**config.mk**
```make
export PLATFORM = sky130hd
export DESIGN_NAME = avr_core
export DESIGN_NICKNAME = d
export VERILOG_FILES = /design/src/avr_pkg.sv /design/src/avr_core.sv /design/src/sequencer.sv /design/src/reg_file.sv /design/src/io_space.sv /design/src/alu.sv
export SDC_FILE = /design/constraint.sdc
export NUM_CORES = 1
export LEC_CHECK = 0
export BUFFER_PORTS_ARGS = -buffer_cell sky130_fd_sc_hd__buf_2
export CELL_PAD_IN_SITES_DETAIL_PLACEMENT = 0
export CELL_PAD_IN_SITES_GLOBAL_PLACEMENT = 1
export CORE_AREA = 2 2 222 224
export CTS_CLUSTER_DIAMETER = 40
export DETAILED_ROUTE_END_ITERATION = 6
export DIE_AREA = 0 0 224 226
export PLACE_DENSITY = 0.87
export SKIP_LAST_GASP = 1
export SLEW_MARGIN = 20
export SYNTH_ARGS = -nofsm -noshare
export SYNTH_HDL_FRONTEND = slang
export SYNTH_SLANG_ARGS = --single-unit
```
**constraint.sdc**
```tcl
create_clock -name clock -period 6.4 [get_ports clock]
set_clock_uncertainty 0.05 [all_clocks]
set_input_delay 0.32 -clock clock [delete_from_list [all_inputs] [get_ports clock]]
set_output_delay 0.32 -clock clock [all_outputs]
set_load 0.005 [all_outputs]
```
**src/avr_pkg.sv**
```systemverilog
package avr_pkg;

    // ----------------------------------------
    // Basic data types
    // ----------------------------------------
    typedef logic [7:0]  byte_t;     // Register and I/O data
    typedef logic [15:0] word_t;     // Program address or instruction
    typedef logic [4:0]  reg_idx_t;  // R0..R31
    typedef logic [5:0]  io_addr_t;  // IN/OUT "A" field

    // ALU operations
    typedef enum logic [3:0] {
        ALU_PASS,
        ALU_ADD,
        ALU_ADC,
        ALU_SUB,
        ALU_SBC,
        ALU_AND,
        ALU_OR,
        ALU_EOR,
        ALU_COM,
        ALU_NEG,
        ALU_SWAP,
        ALU_INC,
        ALU_DEC,
        ALU_ASR,
        ALU_LSR,
        ALU_ROR
    } alu_op_t;

    // Decoded instruction classes
    typedef enum logic [3:0] {
        KIND_NOP,
        KIND_LDI,
        KIND_MOV,
        KIND_ALU_RR,   // Rd, Rr forms
        KIND_ALU_IMM,  // Rd (16..31), K forms
        KIND_ALU_ONE,  // Single operand
        KIND_RJMP,
        KIND_BRANCH,   // BRBS / BRBC
        KIND_IN,
        KIND_OUT
    } instr_kind_t;

    // ----------------------------------------
    // I/O map, A = data address - 0x20
    // ----------------------------------------
    localparam io_addr_t IO_BANK     = 6'h00;
    localparam io_addr_t IO_KB_DATA  = 6'h02;
    localparam io_addr_t IO_KB_STAT  = 6'h03;  // Bit 0 is the hit flag
    localparam io_addr_t IO_CURSOR_X = 6'h04;
    localparam io_addr_t IO_CURSOR_Y = 6'h05;
    localparam io_addr_t IO_TIMER_LO = 6'h06;
    localparam io_addr_t IO_TIMER_HI = 6'h07;
    localparam io_addr_t IO_SREG     = 6'h3F;

    // SREG bit positions
    localparam int FLAG_C = 0;
    localparam int FLAG_Z = 1;
    localparam int FLAG_N = 2;
    localparam int FLAG_V = 3;
    localparam int FLAG_S = 4;

    // 1 ms at 25 MHz
    localparam int TIMER_DIV   = 25000;
    localparam int TIMER_DIV_W = $clog2(TIMER_DIV);

endpackage
```
**src/avr_core.sv**
```systemverilog
module avr_core (
    input  logic           clock,
    input  logic           rst_n,
    output avr_pkg::word_t pc,
    input  avr_pkg::word_t ir,
    input  avr_pkg::byte_t kb_ch,
    input  logic           kb_tr,
    output logic           kb_hit,
    output avr_pkg::byte_t bank,
    output avr_pkg::byte_t cursor_x,
    output avr_pkg::byte_t cursor_y
);

    import avr_pkg::*;

    // Register file
    reg_idx_t rd_idx;
    reg_idx_t rr_idx;
    byte_t    rd_data;
    byte_t    rr_data;
    logic     reg_we;
    reg_idx_t reg_w_idx;
    byte_t    reg_w_data;

    // ALU
    alu_op_t  alu_op;
    byte_t    alu_a;
    byte_t    alu_b;
    byte_t    alu_result;
    byte_t    alu_flags;

    // I/O space
    byte_t    sreg;
    logic     flags_we;
    io_addr_t io_addr;
    logic     io_we;
    logic     io_re;
    byte_t    io_wdata;
    byte_t    io_rdata;

    sequencer u_sequencer (
        .clock(clock), .rst_n(rst_n), .pc(pc), .ir(ir),
        .rd_idx(rd_idx), .rr_idx(rr_idx), .rd_data(rd_data), .rr_data(rr_data),
        .reg_we(reg_we), .reg_w_idx(reg_w_idx), .reg_w_data(reg_w_data),
        .alu_op(alu_op), .alu_a(alu_a), .alu_b(alu_b),
        .alu_result(alu_result), .alu_flags(alu_flags), .sreg(sreg),
        .flags_we(flags_we), .io_addr(io_addr), .io_we(io_we), .io_re(io_re),
        .io_wdata(io_wdata), .io_rdata(io_rdata)
    );

    reg_file u_reg_file (
        .clock(clock), .rst_n(rst_n),
        .rd_idx(rd_idx), .rr_idx(rr_idx), .rd_data(rd_data), .rr_data(rr_data),
        .we(reg_we), .w_idx(reg_w_idx), .w_data(reg_w_data)
    );

    alu u_alu (
        .op(alu_op), .a(alu_a), .b(alu_b), .sreg(sreg),
        .result(alu_result), .flags(alu_flags)
    );

    io_space u_io_space (
        .clock(clock), .rst_n(rst_n), .addr(io_addr), .we(io_we), .re(io_re),
        .wdata(io_wdata), .rdata(io_rdata), .flags_we(flags_we), .flags(alu_flags),
        .sreg(sreg), .kb_ch(kb_ch), .kb_tr(kb_tr), .kb_hit(kb_hit),
        .bank(bank), .cursor_x(cursor_x), .cursor_y(cursor_y)
    );

endmodule

```
**src/sequencer.sv**
```systemverilog
module sequencer (
    input  logic              clock,
    input  logic              rst_n,
    output avr_pkg::word_t    pc,
    input  avr_pkg::word_t    ir,
    output avr_pkg::reg_idx_t rd_idx,
    output avr_pkg::reg_idx_t rr_idx,
    input  avr_pkg::byte_t    rd_data,
    input  avr_pkg::byte_t    rr_data,
    output logic              reg_we,
    output avr_pkg::reg_idx_t reg_w_idx,
    output avr_pkg::byte_t    reg_w_data,
    output avr_pkg::alu_op_t  alu_op,
    output avr_pkg::byte_t    alu_a,
    output avr_pkg::byte_t    alu_b,
    input  avr_pkg::byte_t    alu_result,
    input  avr_pkg::byte_t    alu_flags,
    input  avr_pkg::byte_t    sreg,
    output logic              flags_we,
    output avr_pkg::io_addr_t io_addr,
    output logic              io_we,
    output logic              io_re,
    output avr_pkg::byte_t    io_wdata,
    input  avr_pkg::byte_t    io_rdata
);

    import avr_pkg::*;

    instr_kind_t kind;
    alu_op_t     dec_op;
    logic        no_wb;     // Compare sets flags only
    logic        imm_form;  // Rd is 16..31 and b is K
    logic        taken;
    reg_idx_t    dst;
    word_t       pc_inc;
    word_t       pc_next;

    // ----------------------------------------
    // Decode
    // ----------------------------------------
    always_comb begin
        kind   = KIND_NOP;
        dec_op = ALU_PASS;
        no_wb  = 1'b0;
        casez (ir)
            16'b0000_01??_????_????: begin kind = KIND_ALU_RR; dec_op = ALU_SBC; no_wb = 1'b1; end
            16'b0000_10??_????_????: begin kind = KIND_ALU_RR; dec_op = ALU_SBC; end
            16'b0000_11??_????_????: begin kind = KIND_ALU_RR; dec_op = ALU_ADD; end
            16'b0001_01??_????_????: begin kind = KIND_ALU_RR; dec_op = ALU_SUB; no_wb = 1'b1; end
            16'b0001_10??_????_????: begin kind = KIND_ALU_RR; dec_op = ALU_SUB; end
            16'b0001_11??_????_????: begin kind = KIND_ALU_RR; dec_op = ALU_ADC; end
            16'b0010_00??_????_????: begin kind = KIND_ALU_RR; dec_op = ALU_AND; end
            16'b0010_01??_????_????: begin kind = KIND_ALU_RR; dec_op = ALU_EOR; end
            16'b0010_10??_????_????: begin kind = KIND_ALU_RR; dec_op = ALU_OR;  end
            16'b0010_11??_????_????: kind = KIND_MOV;
            16'b0011_????_????_????: begin kind = KIND_ALU_IMM; dec_op = ALU_SUB; no_wb = 1'b1; end
            16'b0100_????_????_????: begin kind = KIND_ALU_IMM; dec_op = ALU_SBC; end
            16'b0101_????_????_????: begin kind = KIND_ALU_IMM; dec_op = ALU_SUB; end
            16'b0110_????_????_????: begin kind = KIND_ALU_IMM; dec_op = ALU_OR;  end
            16'b0111_????_????_????: begin kind = KIND_ALU_IMM; dec_op = ALU_AND; end
            16'b1001_010?_????_????: begin
                kind = KIND_ALU_ONE;
                case (ir[3:0])
                    4'h0:    dec_op = ALU_COM;
                    4'h1:    dec_op = ALU_NEG;
                    4'h2:    dec_op = ALU_SWAP;
                    4'h3:    dec_op = ALU_INC;
                    4'h5:    dec_op = ALU_ASR;
                    4'h6:    dec_op = ALU_LSR;
                    4'h7:    dec_op = ALU_ROR;
                    4'hA:    dec_op = ALU_DEC;
                    default: kind   = KIND_NOP;  // Jumps, bit ops and the like
                endcase
            end
            16'b1011_0???_????_????: kind = KIND_IN;
            16'b1011_1???_????_????: kind = KIND_OUT;
            16'b1100_????_????_????: kind = KIND_RJMP;
            16'b1110_????_????_????: kind = KIND_LDI;
            16'b1111_0???_????_????: kind = KIND_BRANCH;
            default:                 kind = KIND_NOP;
        endcase
    end

    // ----------------------------------------
    // Operands and writeback
    // ----------------------------------------
    assign imm_form = (kind == KIND_ALU_IMM) || (kind == KIND_LDI);
    assign dst      = imm_form ? {1'b1, ir[7:4]} : ir[8:4];

    assign rd_idx = dst;
    assign rr_idx = {ir[9], ir[3:0]};
    assign alu_op = dec_op;
    assign alu_a  = rd_data;
    assign alu_b  = imm_form ? {ir[11:8], ir[3:0]} : rr_data;  // K or Rr

    assign reg_we = !no_wb && (kind == KIND_LDI || kind == KIND_MOV ||
                               kind == KIND_ALU_RR || kind == KIND_ALU_IMM ||
                               kind == KIND_ALU_ONE || kind == KIND_IN);
    assign reg_w_idx  = dst;
    assign reg_w_data = (kind == KIND_IN) ? io_rdata : alu_result;

    // All ALU classes load SREG, SWAP hands back the old flags
    assign flags_we = (kind == KIND_ALU_RR) || (kind == KIND_ALU_IMM) ||
                      (kind == KIND_ALU_ONE);

    assign io_addr  = {ir[10:9], ir[3:0]};
    assign io_wdata = rd_data;
    assign io_we    = (kind == KIND_OUT);
    assign io_re    = (kind == KIND_IN);

    // ----------------------------------------
    // Program counter
    // ----------------------------------------
    assign taken  = sreg[ir[2:0]] ^ ir[10];  // BRBS when bit 10 is 0
    assign pc_inc = pc + 16'd1;

    always_comb begin
        pc_next = pc_inc;
        if (kind == KIND_RJMP)
            pc_next = pc_inc + {{4{ir[11]}}, ir[11:0]};
        else if (kind == KIND_BRANCH && taken)
            pc_next = pc_inc + {{9{ir[9]}}, ir[9:3]};
    end

    always_ff @(posedge clock) begin
        if (!rst_n)
            pc <= '0;
        else
            pc <= pc_next;
    end

endmodule

```
**src/reg_file.sv**
```systemverilog
module reg_file (
    input  logic              clock,
    input  logic              rst_n,
    input  avr_pkg::reg_idx_t rd_idx,
    input  avr_pkg::reg_idx_t rr_idx,
    output avr_pkg::byte_t    rd_data,
    output avr_pkg::byte_t    rr_data,
    input  logic              we,
    input  avr_pkg::reg_idx_t w_idx,
    input  avr_pkg::byte_t    w_data
);

    import avr_pkg::*;

    byte_t regs [0:31];  // R0..R31

    // Two asynchronous read ports
    assign rd_data = regs[rd_idx];
    assign rr_data = regs[rr_idx];

    always_ff @(posedge clock) begin
        if (!rst_n) begin
            for (int i = 0; i < 32; i++)
                regs[i] <= '0;
        end else if (we) begin
            regs[w_idx] <= w_data;
        end
    end

endmodule

```
**src/io_space.sv**
```systemverilog
module io_space (
    input  logic              clock,
    input  logic              rst_n,
    input  avr_pkg::io_addr_t addr,
    input  logic              we,
    input  logic              re,
    input  avr_pkg::byte_t    wdata,
    output avr_pkg::byte_t    rdata,
    input  logic              flags_we,
    input  avr_pkg::byte_t    flags,      // From the ALU
    output avr_pkg::byte_t    sreg,
    input  avr_pkg::byte_t    kb_ch,
    input  logic              kb_tr,
    output logic              kb_hit,
    output avr_pkg::byte_t    bank,
    output avr_pkg::byte_t    cursor_x,
    output avr_pkg::byte_t    cursor_y
);

    import avr_pkg::*;

    logic                   kb_trigger;
    logic [TIMER_DIV_W-1:0] timer_div;
    logic [15:0]            timer_ms;

    assign kb_hit = kb_trigger ^ kb_tr;  // Hit while the two differ

    // ----------------------------------------
    // Read multiplexer
    // ----------------------------------------
    always_comb begin
        case (addr)
            IO_BANK:     rdata = bank;
            IO_KB_DATA:  rdata = kb_ch;
            IO_KB_STAT:  rdata = {7'b0, kb_hit};
            IO_CURSOR_X: rdata = cursor_x;
            IO_CURSOR_Y: rdata = cursor_y;
            IO_TIMER_LO: rdata = timer_ms[7:0];
            IO_TIMER_HI: rdata = timer_ms[15:8];
            IO_SREG:     rdata = sreg;
            default:     rdata = 8'h00;
        endcase
    end

    // Registers written by OUT
    always_ff @(posedge clock) begin
        if (!rst_n) begin
            bank       <= '0;
            cursor_x   <= '0;
            cursor_y   <= '0;
            sreg       <= '0;
            kb_trigger <= 1'b0;
        end else begin
            if (we && addr == IO_BANK)     bank     <= wdata;
            if (we && addr == IO_CURSOR_X) cursor_x <= wdata;
            if (we && addr == IO_CURSOR_Y) cursor_y <= wdata;

            // OUT to SREG wins over the ALU flags
            if (we && addr == IO_SREG)
                sreg <= wdata;
            else if (flags_we)
                sreg <= flags;

            // Reading the hit acknowledges it
            if (re && addr == IO_KB_STAT && kb_hit)
                kb_trigger <= ~kb_trigger;
        end
    end

    // Millisecond timer
    always_ff @(posedge clock) begin
        if (!rst_n) begin
            timer_div <= '0;
            timer_ms  <= '0;
        end else if (timer_div == TIMER_DIV_W'(TIMER_DIV - 1)) begin
            timer_div <= '0;
            timer_ms  <= timer_ms + 16'd1;
        end else begin
            timer_div <= timer_div + 1'b1;
        end
    end

endmodule

```
**src/alu.sv**
```systemverilog
module alu (
    input  avr_pkg::alu_op_t op,
    input  avr_pkg::byte_t   a,       // Rd
    input  avr_pkg::byte_t   b,       // Rr or K
    input  avr_pkg::byte_t   sreg,
    output avr_pkg::byte_t   result,
    output avr_pkg::byte_t   flags
);

    import avr_pkg::*;

    logic [8:0] wide;     // Sum or difference with carry bit
    logic       c;
    logic       v;
    logic       z;
    logic       nz_upd;   // Flags recomputed by this op
    logic       z_chain;  // SBC/CPC keep Z only if already set

    // ----------------------------------------
    // Result, carry and overflow
    // ----------------------------------------
    always_comb begin
        wide    = '0;
        result  = b;
        c       = sreg[FLAG_C];
        v       = sreg[FLAG_V];
        nz_upd  = 1'b1;
        z_chain = 1'b0;

        case (op)
            ALU_ADD, ALU_ADC: begin
                wide   = {1'b0, a} + {1'b0, b};
                if (op == ALU_ADC)
                    wide = wide + {8'h00, sreg[FLAG_C]};
                result = wide[7:0];
                c      = wide[8];
                v      = (a[7] & b[7] & ~result[7]) | (~a[7] & ~b[7] & result[7]);
            end
            ALU_SUB, ALU_SBC: begin
                wide    = {1'b0, a} - {1'b0, b};
                if (op == ALU_SBC)
                    wide = wide - {8'h00, sreg[FLAG_C]};
                result  = wide[7:0];
                c       = wide[8];             // Borrow
                v       = (a[7] & ~b[7] & ~result[7]) | (~a[7] & b[7] & result[7]);
                z_chain = (op == ALU_SBC);
            end
            ALU_AND: begin result = a & b; v = 1'b0; end
            ALU_OR:  begin result = a | b; v = 1'b0; end
            ALU_EOR: begin result = a ^ b; v = 1'b0; end
            ALU_COM: begin
                result = ~a;
                c      = 1'b1;
                v      = 1'b0;
            end
            ALU_NEG: begin
                result = 8'h00 - a;
                c      = (result != 8'h00);
                v      = (result == 8'h80);
            end
            ALU_INC: begin result = a + 8'h01; v = (result == 8'h80); end
            ALU_DEC: begin result = a - 8'h01; v = (result == 8'h7F); end
            ALU_ASR, ALU_LSR, ALU_ROR: begin
                case (op)
                    ALU_ASR: result = {a[7], a[7:1]};
                    ALU_LSR: result = {1'b0, a[7:1]};  // N ends up 0
                    default: result = {sreg[FLAG_C], a[7:1]};
                endcase
                c = a[0];
                v = result[7] ^ a[0];
            end
            ALU_SWAP: begin
                result = {a[3:0], a[7:4]};
                nz_upd = 1'b0;
            end
            default: nz_upd = 1'b0;            // PASS
        endcase
    end

    // New SREG, bits 5..7 untouched
    always_comb begin
        flags = sreg;
        z     = (result == 8'h00) && (!z_chain || sreg[FLAG_Z]);
        if (nz_upd) begin
            flags[FLAG_C] = c;
            flags[FLAG_Z] = z;
            flags[FLAG_N] = result[7];
            flags[FLAG_V] = v;
            flags[FLAG_S] = result[7] ^ v;
        end
    end

endmodule

```
==> out/metrics.cfg, run 1 <==
[global_route]
top_usage_layer = met2
grt_util_all_layers_pct = 27.0
grt_max_degree = 58
grt_util_met2_pct = 44.6
grt_pass1_wl_mm = 104
grt_overflow_total = 0
grt_use_met1_pct = 34.2
grt_pass1_vias = 17331
antenna_found_initial = 0
met3_usage_pct = 4.85

[final_layout]
final_nets = 2201
n_antenna_cell = 0
multi_input_area_um2 = 11900
drive_gt1_share_pct = 20.5
fillers = 4183
syn2layout_area_growth_pct = 12.0
register_area_um2 = 9290

[yosys]
syn_area_um2 = 22000
synth-seq-cells = 336
syn-num-nets = 2157
synth_cells = 2062
ys_types = 90
synthFlopType = edfxtp_1
syn_area_per_cell_um2 = 10.7
synth_most_common_cell = nor2_1
synth_edf_count = 256
synthTopCellsByCount = nor2_1, edfxtp_1, nand2_1, mux4_2, clkbuf_1
yosys_warnings = 0
synth.top_cell.area_share_pct = 34.9
yosys.area.top_type = edfxtp_1
synthArstFlopShare_pct = 0
ys_seq_area_share_pct = 42.2
synth_area_leaders = edfxtp_1, mux4_2, dfxtp_1

[pwr]
leakagePower_uw = 0.00918
finalPower_uw = 6510
p_per_area_nw_per_um2 = 264
vdd_drop_max_mv = 0.172

[routing]
drtIter0Drc = 2067
ant_nets = 0
drt-vias-per-instance = 6.43
totalWireLength_mm = 68.5
wl_per_cell_um = 24.8
via_count = 17789
remaining_drc_errors = 0
dr.pass1.iters = 6

[sta]
finalSetupTns_ps = 0
setup_viol = 0
clock.fmax_mhz = 179
hold_viol = 0
rsz0062_at_grt = no
period_share_pct = 87.4
finalMaxSlewViolations = 0
tightest_slew_ps = 1080
slew_headroom_pct = 27.0
min_period_ps = 5590
fin_hold_ws_ps = 414

[run_status]
status = completed

[clock_tree]
clockBufferDepth = 3
clock_latency_ps = 570
cts-root-buf = clkbuf_16
ctsHoldBuffers = 1
cts_buffers = 45
cts_sinks = 336
cts_tree = done
post_cts_resized = 0
htreeDepth = 2
clkTransAtPathRegs_ps = 60
cts_setup_buffers = 0

[worst_setup_path]
cp_max_fo = 48
critical_path.slowest_cell = buf_4
slowest_delay_ps = 570
worstSetupPathType = input pin to flip-flop
crit_top_cell = ha_1
rrSetupSlack_ps = 980
worstPathRequired_ps = 6650
worstPathCellList = buf_4 > buf_4 > nor2b_1 > a22oi_1 > nand3_1 > and4_1 > nand2_1 > o21ai_0 > ha_1 > nand2b_1 > ha_1 > inv_1 > ha_1 > and3_1 > nor4_1 > o21ai_0 > nor3_1 > a22oi_1 > a22oi_2 > buf_12 > nor2_1
end_kind = flip-flop
crit_arrival_ps = 5840
cp-start-kind = input pin

[floorplanning]
top_level_ports = 68
fp.coreArea_um2 = 48300
start_util_pct = 45.5
fp.dieW_um = 224
die_h_um = 226
rows = 81
fp.dieArea_um2 = 50600

[run]
maxCapViolCount = 0

[min_path]
hp-class = input pin to flip-flop

[placement]
hpwl_mm = 49.5
io_buffers = 67
gp_congestion = 1.00

==> final timing paths <==
path,endpoint,start,cells after the start
setup / recovery,u_reg_file.regs[10][2],ir[1],21
hold / removal,u_sequencer.pc[15],rst_n,4
setup reg to reg,u_reg_file.regs[7][6],u_reg_file.regs[16][2],19
hold reg to reg,u_io_space.timer_div[0],u_io_space.timer_div[0],1
==> per-layer routing <==
metal | wire (µm) | vias up
li1 | - | 7856
met1 | 26000 | 8734
met2 | 32900 | 1012
met3 | 6090 | 187
met4 | 3560 | 0
met5 | 0 | -
==> state kept, by name, indices dropped and copies added (netlist names) <==
register,cells
u_reg_file.regs,256
u_io_space.timer_ms,16
u_sequencer.pc,16
u_io_space.timer_div,15
u_io_space.bank,8
u_io_space.cursor_x,8
u_io_space.cursor_y,8
u_io_space.sreg,8
u_io_space.kb_trigger,1
==> cells in the final DEF, fill, tap and decap left out, types with 53 or more instances in the layout <==
cell type and instances:
dfxtp_1 80, o21ai_0 53, buf_4 59, edfxtp_1 256
a21oi_1 77, buf_2 64, mux4_2 149, nand2_1 179
ha_1 66, mux2i_1 60, nor2_1 371
==> power breakdown <==
group | switching, µW | internal [µW]
Sequential | 56.6 | 2420
Clock | 1050 | 1510
Combinational | 927 | 548
Total | 2040 | 4470
==> cell type report <==
type	instances	area share, %
clock buffers	52	4.85
clock inverters	32	1.42
inverters	56	0.878
multi-input cells	1535	48.3
flip-flops and latches	336	37.7
well taps	622	3.16
repair buffers	132	3.75
==> metrics by stage <==
step                cell area (µm²)  instances  setup WS [ps]  utilization [%]
floorplan                     22000       2062            174                -
global placement              23100       2680            471             47.8
detailed placement            23100       2680            430             47.8
CTS                           24700       2765            969             51.0
global route                  24700       2765            508             51.0
finish                        24700       2765            809             51.0
==> kinds of logic (layout without fill, tap and decap cells) <==
group                    after synthesis  in the layout  synth area share (%)
adder cells (fa/ha/maj)               68             68                  3.93
AND/OR/NAND/NOR                      795            795                  16.2
AO/OA/AOI/OAI                        359            359                  11.5
buffers and inverters                191            272                  3.88
flip-flops                           336            336                  42.2
multiplexers                         228            228                  18.9
XOR/XNOR                              85             85                  3.38
==> worst max-delay path: cells and delay by family <==
kind                     cells  cell delay, ps
AO/OA/AOI/OAI                5            1160
AND/OR/NAND/NOR              9            2200
buffers and inverters        4            1210
adder cells (fa/ha/maj)      3             860
Note: power is estimated with default switching activity, not from simulation.
==> inputs of run 2 (changes only) <==
CORE_AREA = 2 2 225 227   (was 2 2 222 224)
DIE_AREA = 0 0 227 229   (was 0 0 224 226)
SYNTH_HIERARCHICAL = 1   (was not set)
==> run 2 against run 1 <==
  * Cell area increased by 3.1%
  * Critical path depth decreased by 2
  * Final cell count decreased by 0.29%
  * Critical endpoint is now u_io_space/sreg[1]
==> out/metrics.cfg, run 2 <==
[worst_setup_path]
path_buf_inv = 3
crit_top_cell = inv_1
cp-start-kind = flip-flop
worstPathRequired_ps = 6820
slowest_delay_ps = 530
rrSetupSlack_ps = 600
crit_arrival_ps = 6220
worstSetupPathType = flip-flop to flip-flop
end_kind = flip-flop
cp_max_fo = 4
r2r_end = u_io_space/sreg[1]
critical_path.slowest_cell = mux4_2
crit_family = multiplexers
worstPathCellList = mux4_2 > mux4_2 > mux2_2 > mux2_2 > ha_1 > inv_1 > fa_1 > inv_1 > ha_1 > inv_1 > a21oi_1 > mux2i_1 > a221oi_1 > a31oi_1 > or4_1 > or4_1 > o31ai_2 > mux2i_1 > a211oi_1
r2r_cells = 19
timing.rr.start = u_reg_file/regs[22][0]

[sta]
fin_hold_ws_ps = 33.3
period_share_pct = 90.6
finalMaxSlewViolations = 0
finalSetupTns_ps = 0
tightest_slew_ps = 1130
min_period_ps = 5800
clock.fmax_mhz = 173
hold_viol = 0
rsz0062_at_grt = no
setup_viol = 0
slew_headroom_pct = 23.9

[run]
maxCapViolCount = 0

[routing]
drt-vias-per-instance = 6.42
ant_nets = 0
dr.pass1.iters = 7
drtIter0Drc = 2116
via_count = 17707
totalWireLength_mm = 68.8
remaining_drc_errors = 0
wl_per_cell_um = 25.0

[yosys]
synthArstFlopShare_pct = 0
yosys_warnings = 6
synth_most_common_cell = and2_1
ys_types = 105
synth_edf_count = 256
synthFlopType = edfxtp_1
synth_area_leaders = edfxtp_1, mux4_2, and2_1
synth.top_cell.area_share_pct = 33.2
syn_area_um2 = 23100
synth-seq-cells = 336
synthTopCellsByCount = and2_1, edfxtp_1, mux4_2, nor2_1, nand2_1
ys_seq_area_share_pct = 40.1
synth_cells = 2052
syn_area_per_cell_um2 = 11.3
syn-num-nets = 2149
yosys.area.top_type = edfxtp_1

[min_path]
holdPathStages = 3
worstHoldStart = kb_tr
hp-class = input pin to flip-flop
timing.hold.worst_endpoint = u_io_space/kb_trigger

[placement]
post_dp_cell_area_um2 = 23900
gp_congestion = 0.996
io_buffers = 67
hpwl_mm = 48.0

[final_layout]
drive_gt1_share_pct = 21.5
syn2layout_area_growth_pct = 9.87
final_nets = 2145
top_regs = u_reg_file/regs: 256 flops, u_io_space/timer_ms: 16 flops, u_sequencer/pc: 16 flops
register_area_um2 = 9290
utilization_pct = 51.2
fillers = 4250
multi_input_area_um2 = 12700
fin_area_um2 = 25400
mostFrequentLayoutCells = and2_1, edfxtp_1, mux4_2, nor2_1, nand2_1
top_register = u_reg_file/regs
largest_reg_flops = 256
final_common_cell = and2_1

[clock_tree]
cts-root-buf = clkbuf_16
htreeDepth = 2
clkTransAtPathRegs_ps = 60
cts_setup_buffers = 0
cts_tree = done
clock_latency_ps = 590
ctsHoldBuffers = 0
cts_sinks = 336
post_cts_resized = 0
cts_buffers = 44
clockBufferDepth = 3

[global_route]
grt_max_degree = 75
grt_pass1_vias = 17133
grt_pass1_wl_mm = 104
antenna_found_initial = 1
grt_util_all_layers_pct = 26.5
grt_overflow_total = 0

[pwr]
vdd_drop_max_mv = 0.188
p_per_area_nw_per_um2 = 256
leakagePower_uw = 0.00946

[floorplanning]
fp.coreArea_um2 = 49700
start_util_pct = 46.6
rows = 82
fp.dieArea_um2 = 52000
die_h_um = 229
fp.dieW_um = 227
top_level_ports = 68

[run_status]
status = completed

run 2: cell types whose count changed in the layout (fill, tap and decap cells not counted), moves of 9 or more:
cell	delta
nor3_1	-17
nor2_1	-215
o21bai_1	-10
inv_1	-9
nand2b_1	+14
a211oi_1	-13
nor2_2	-29
and2_1	+255
o21ai_1	+16
mux2_2	+18
mux2i_1	-9
mux4_2	+15
nand2_1	-87
run 2: metrics by stage:
step	total power (µW)	setup slack [ps]	cells
after floorplan	3570	696	2052
after global placement	4010	237	2674
after detailed placement	4040	199	2674
after CTS	6510	677	2755
after global routing	6740	376	2755
final	6520	603	2757
run 2: cell type report:
cell class,count,area share [%]
Antenna cell,2,0.0197
Clock buffer,57,4.74
Clock inverter,24,1.10
Inverter,46,0.679
Multi-Input combinational cell,1486,50.1
Sequential cell,336,36.5
Tap cell,672,3.31
Timing Repair Buffer,134,3.53
run 2: layer usage:
metal,share of wire [%],vias up,GRT usage (%)
met5,0,-,0
met4,4.9,0,12.4
met3,10,217,5.71
met2,47,1073,41.6
met1,38,8677,35.0
li1,-,7740,-
run 2: how the worst max path moves through the flow:
stage / startpoint / cells after the start / slack (ps) / end
final: u_reg_file/regs[22][0] / 19 / 600 / u_io_space/sreg[1]
after global routing: ir[1] / 20 / 380 / u_io_space/sreg[1]
after CTS: u_reg_file/regs[22][0] / 19 / 680 / u_io_space/sreg[1]
after detailed placement: ir[1] / 17 / 200 / u_reg_file/regs[15][7]
after global placement: ir[1] / 20 / 240 / u_io_space/sreg[1]
after floorplan: ir[15] / 22 / 700 / u_io_space/sreg[1]
run 2: cells by family after synthesis:
kind of cell | synth area share, %
simple gates | 17.6
flops | 40.1
xor+xnor | 2.95
buf+inv | 4.94
compound gates | 10.2
mux | 20.2
fa+ha+maj | 3.91
run 2: report_power, final:
group          leakage, µW  internal (µW)  switching (µW)
combinational      0.00545            573             990
clock             0.000718           1480             999
sequential         0.00330           2420            56.0
total              0.00946           4470            2050
run 2: worst min-delay path: stages:
cell and delay, ps:
buf_2 130, mux2i_1 80, nor2_1 90
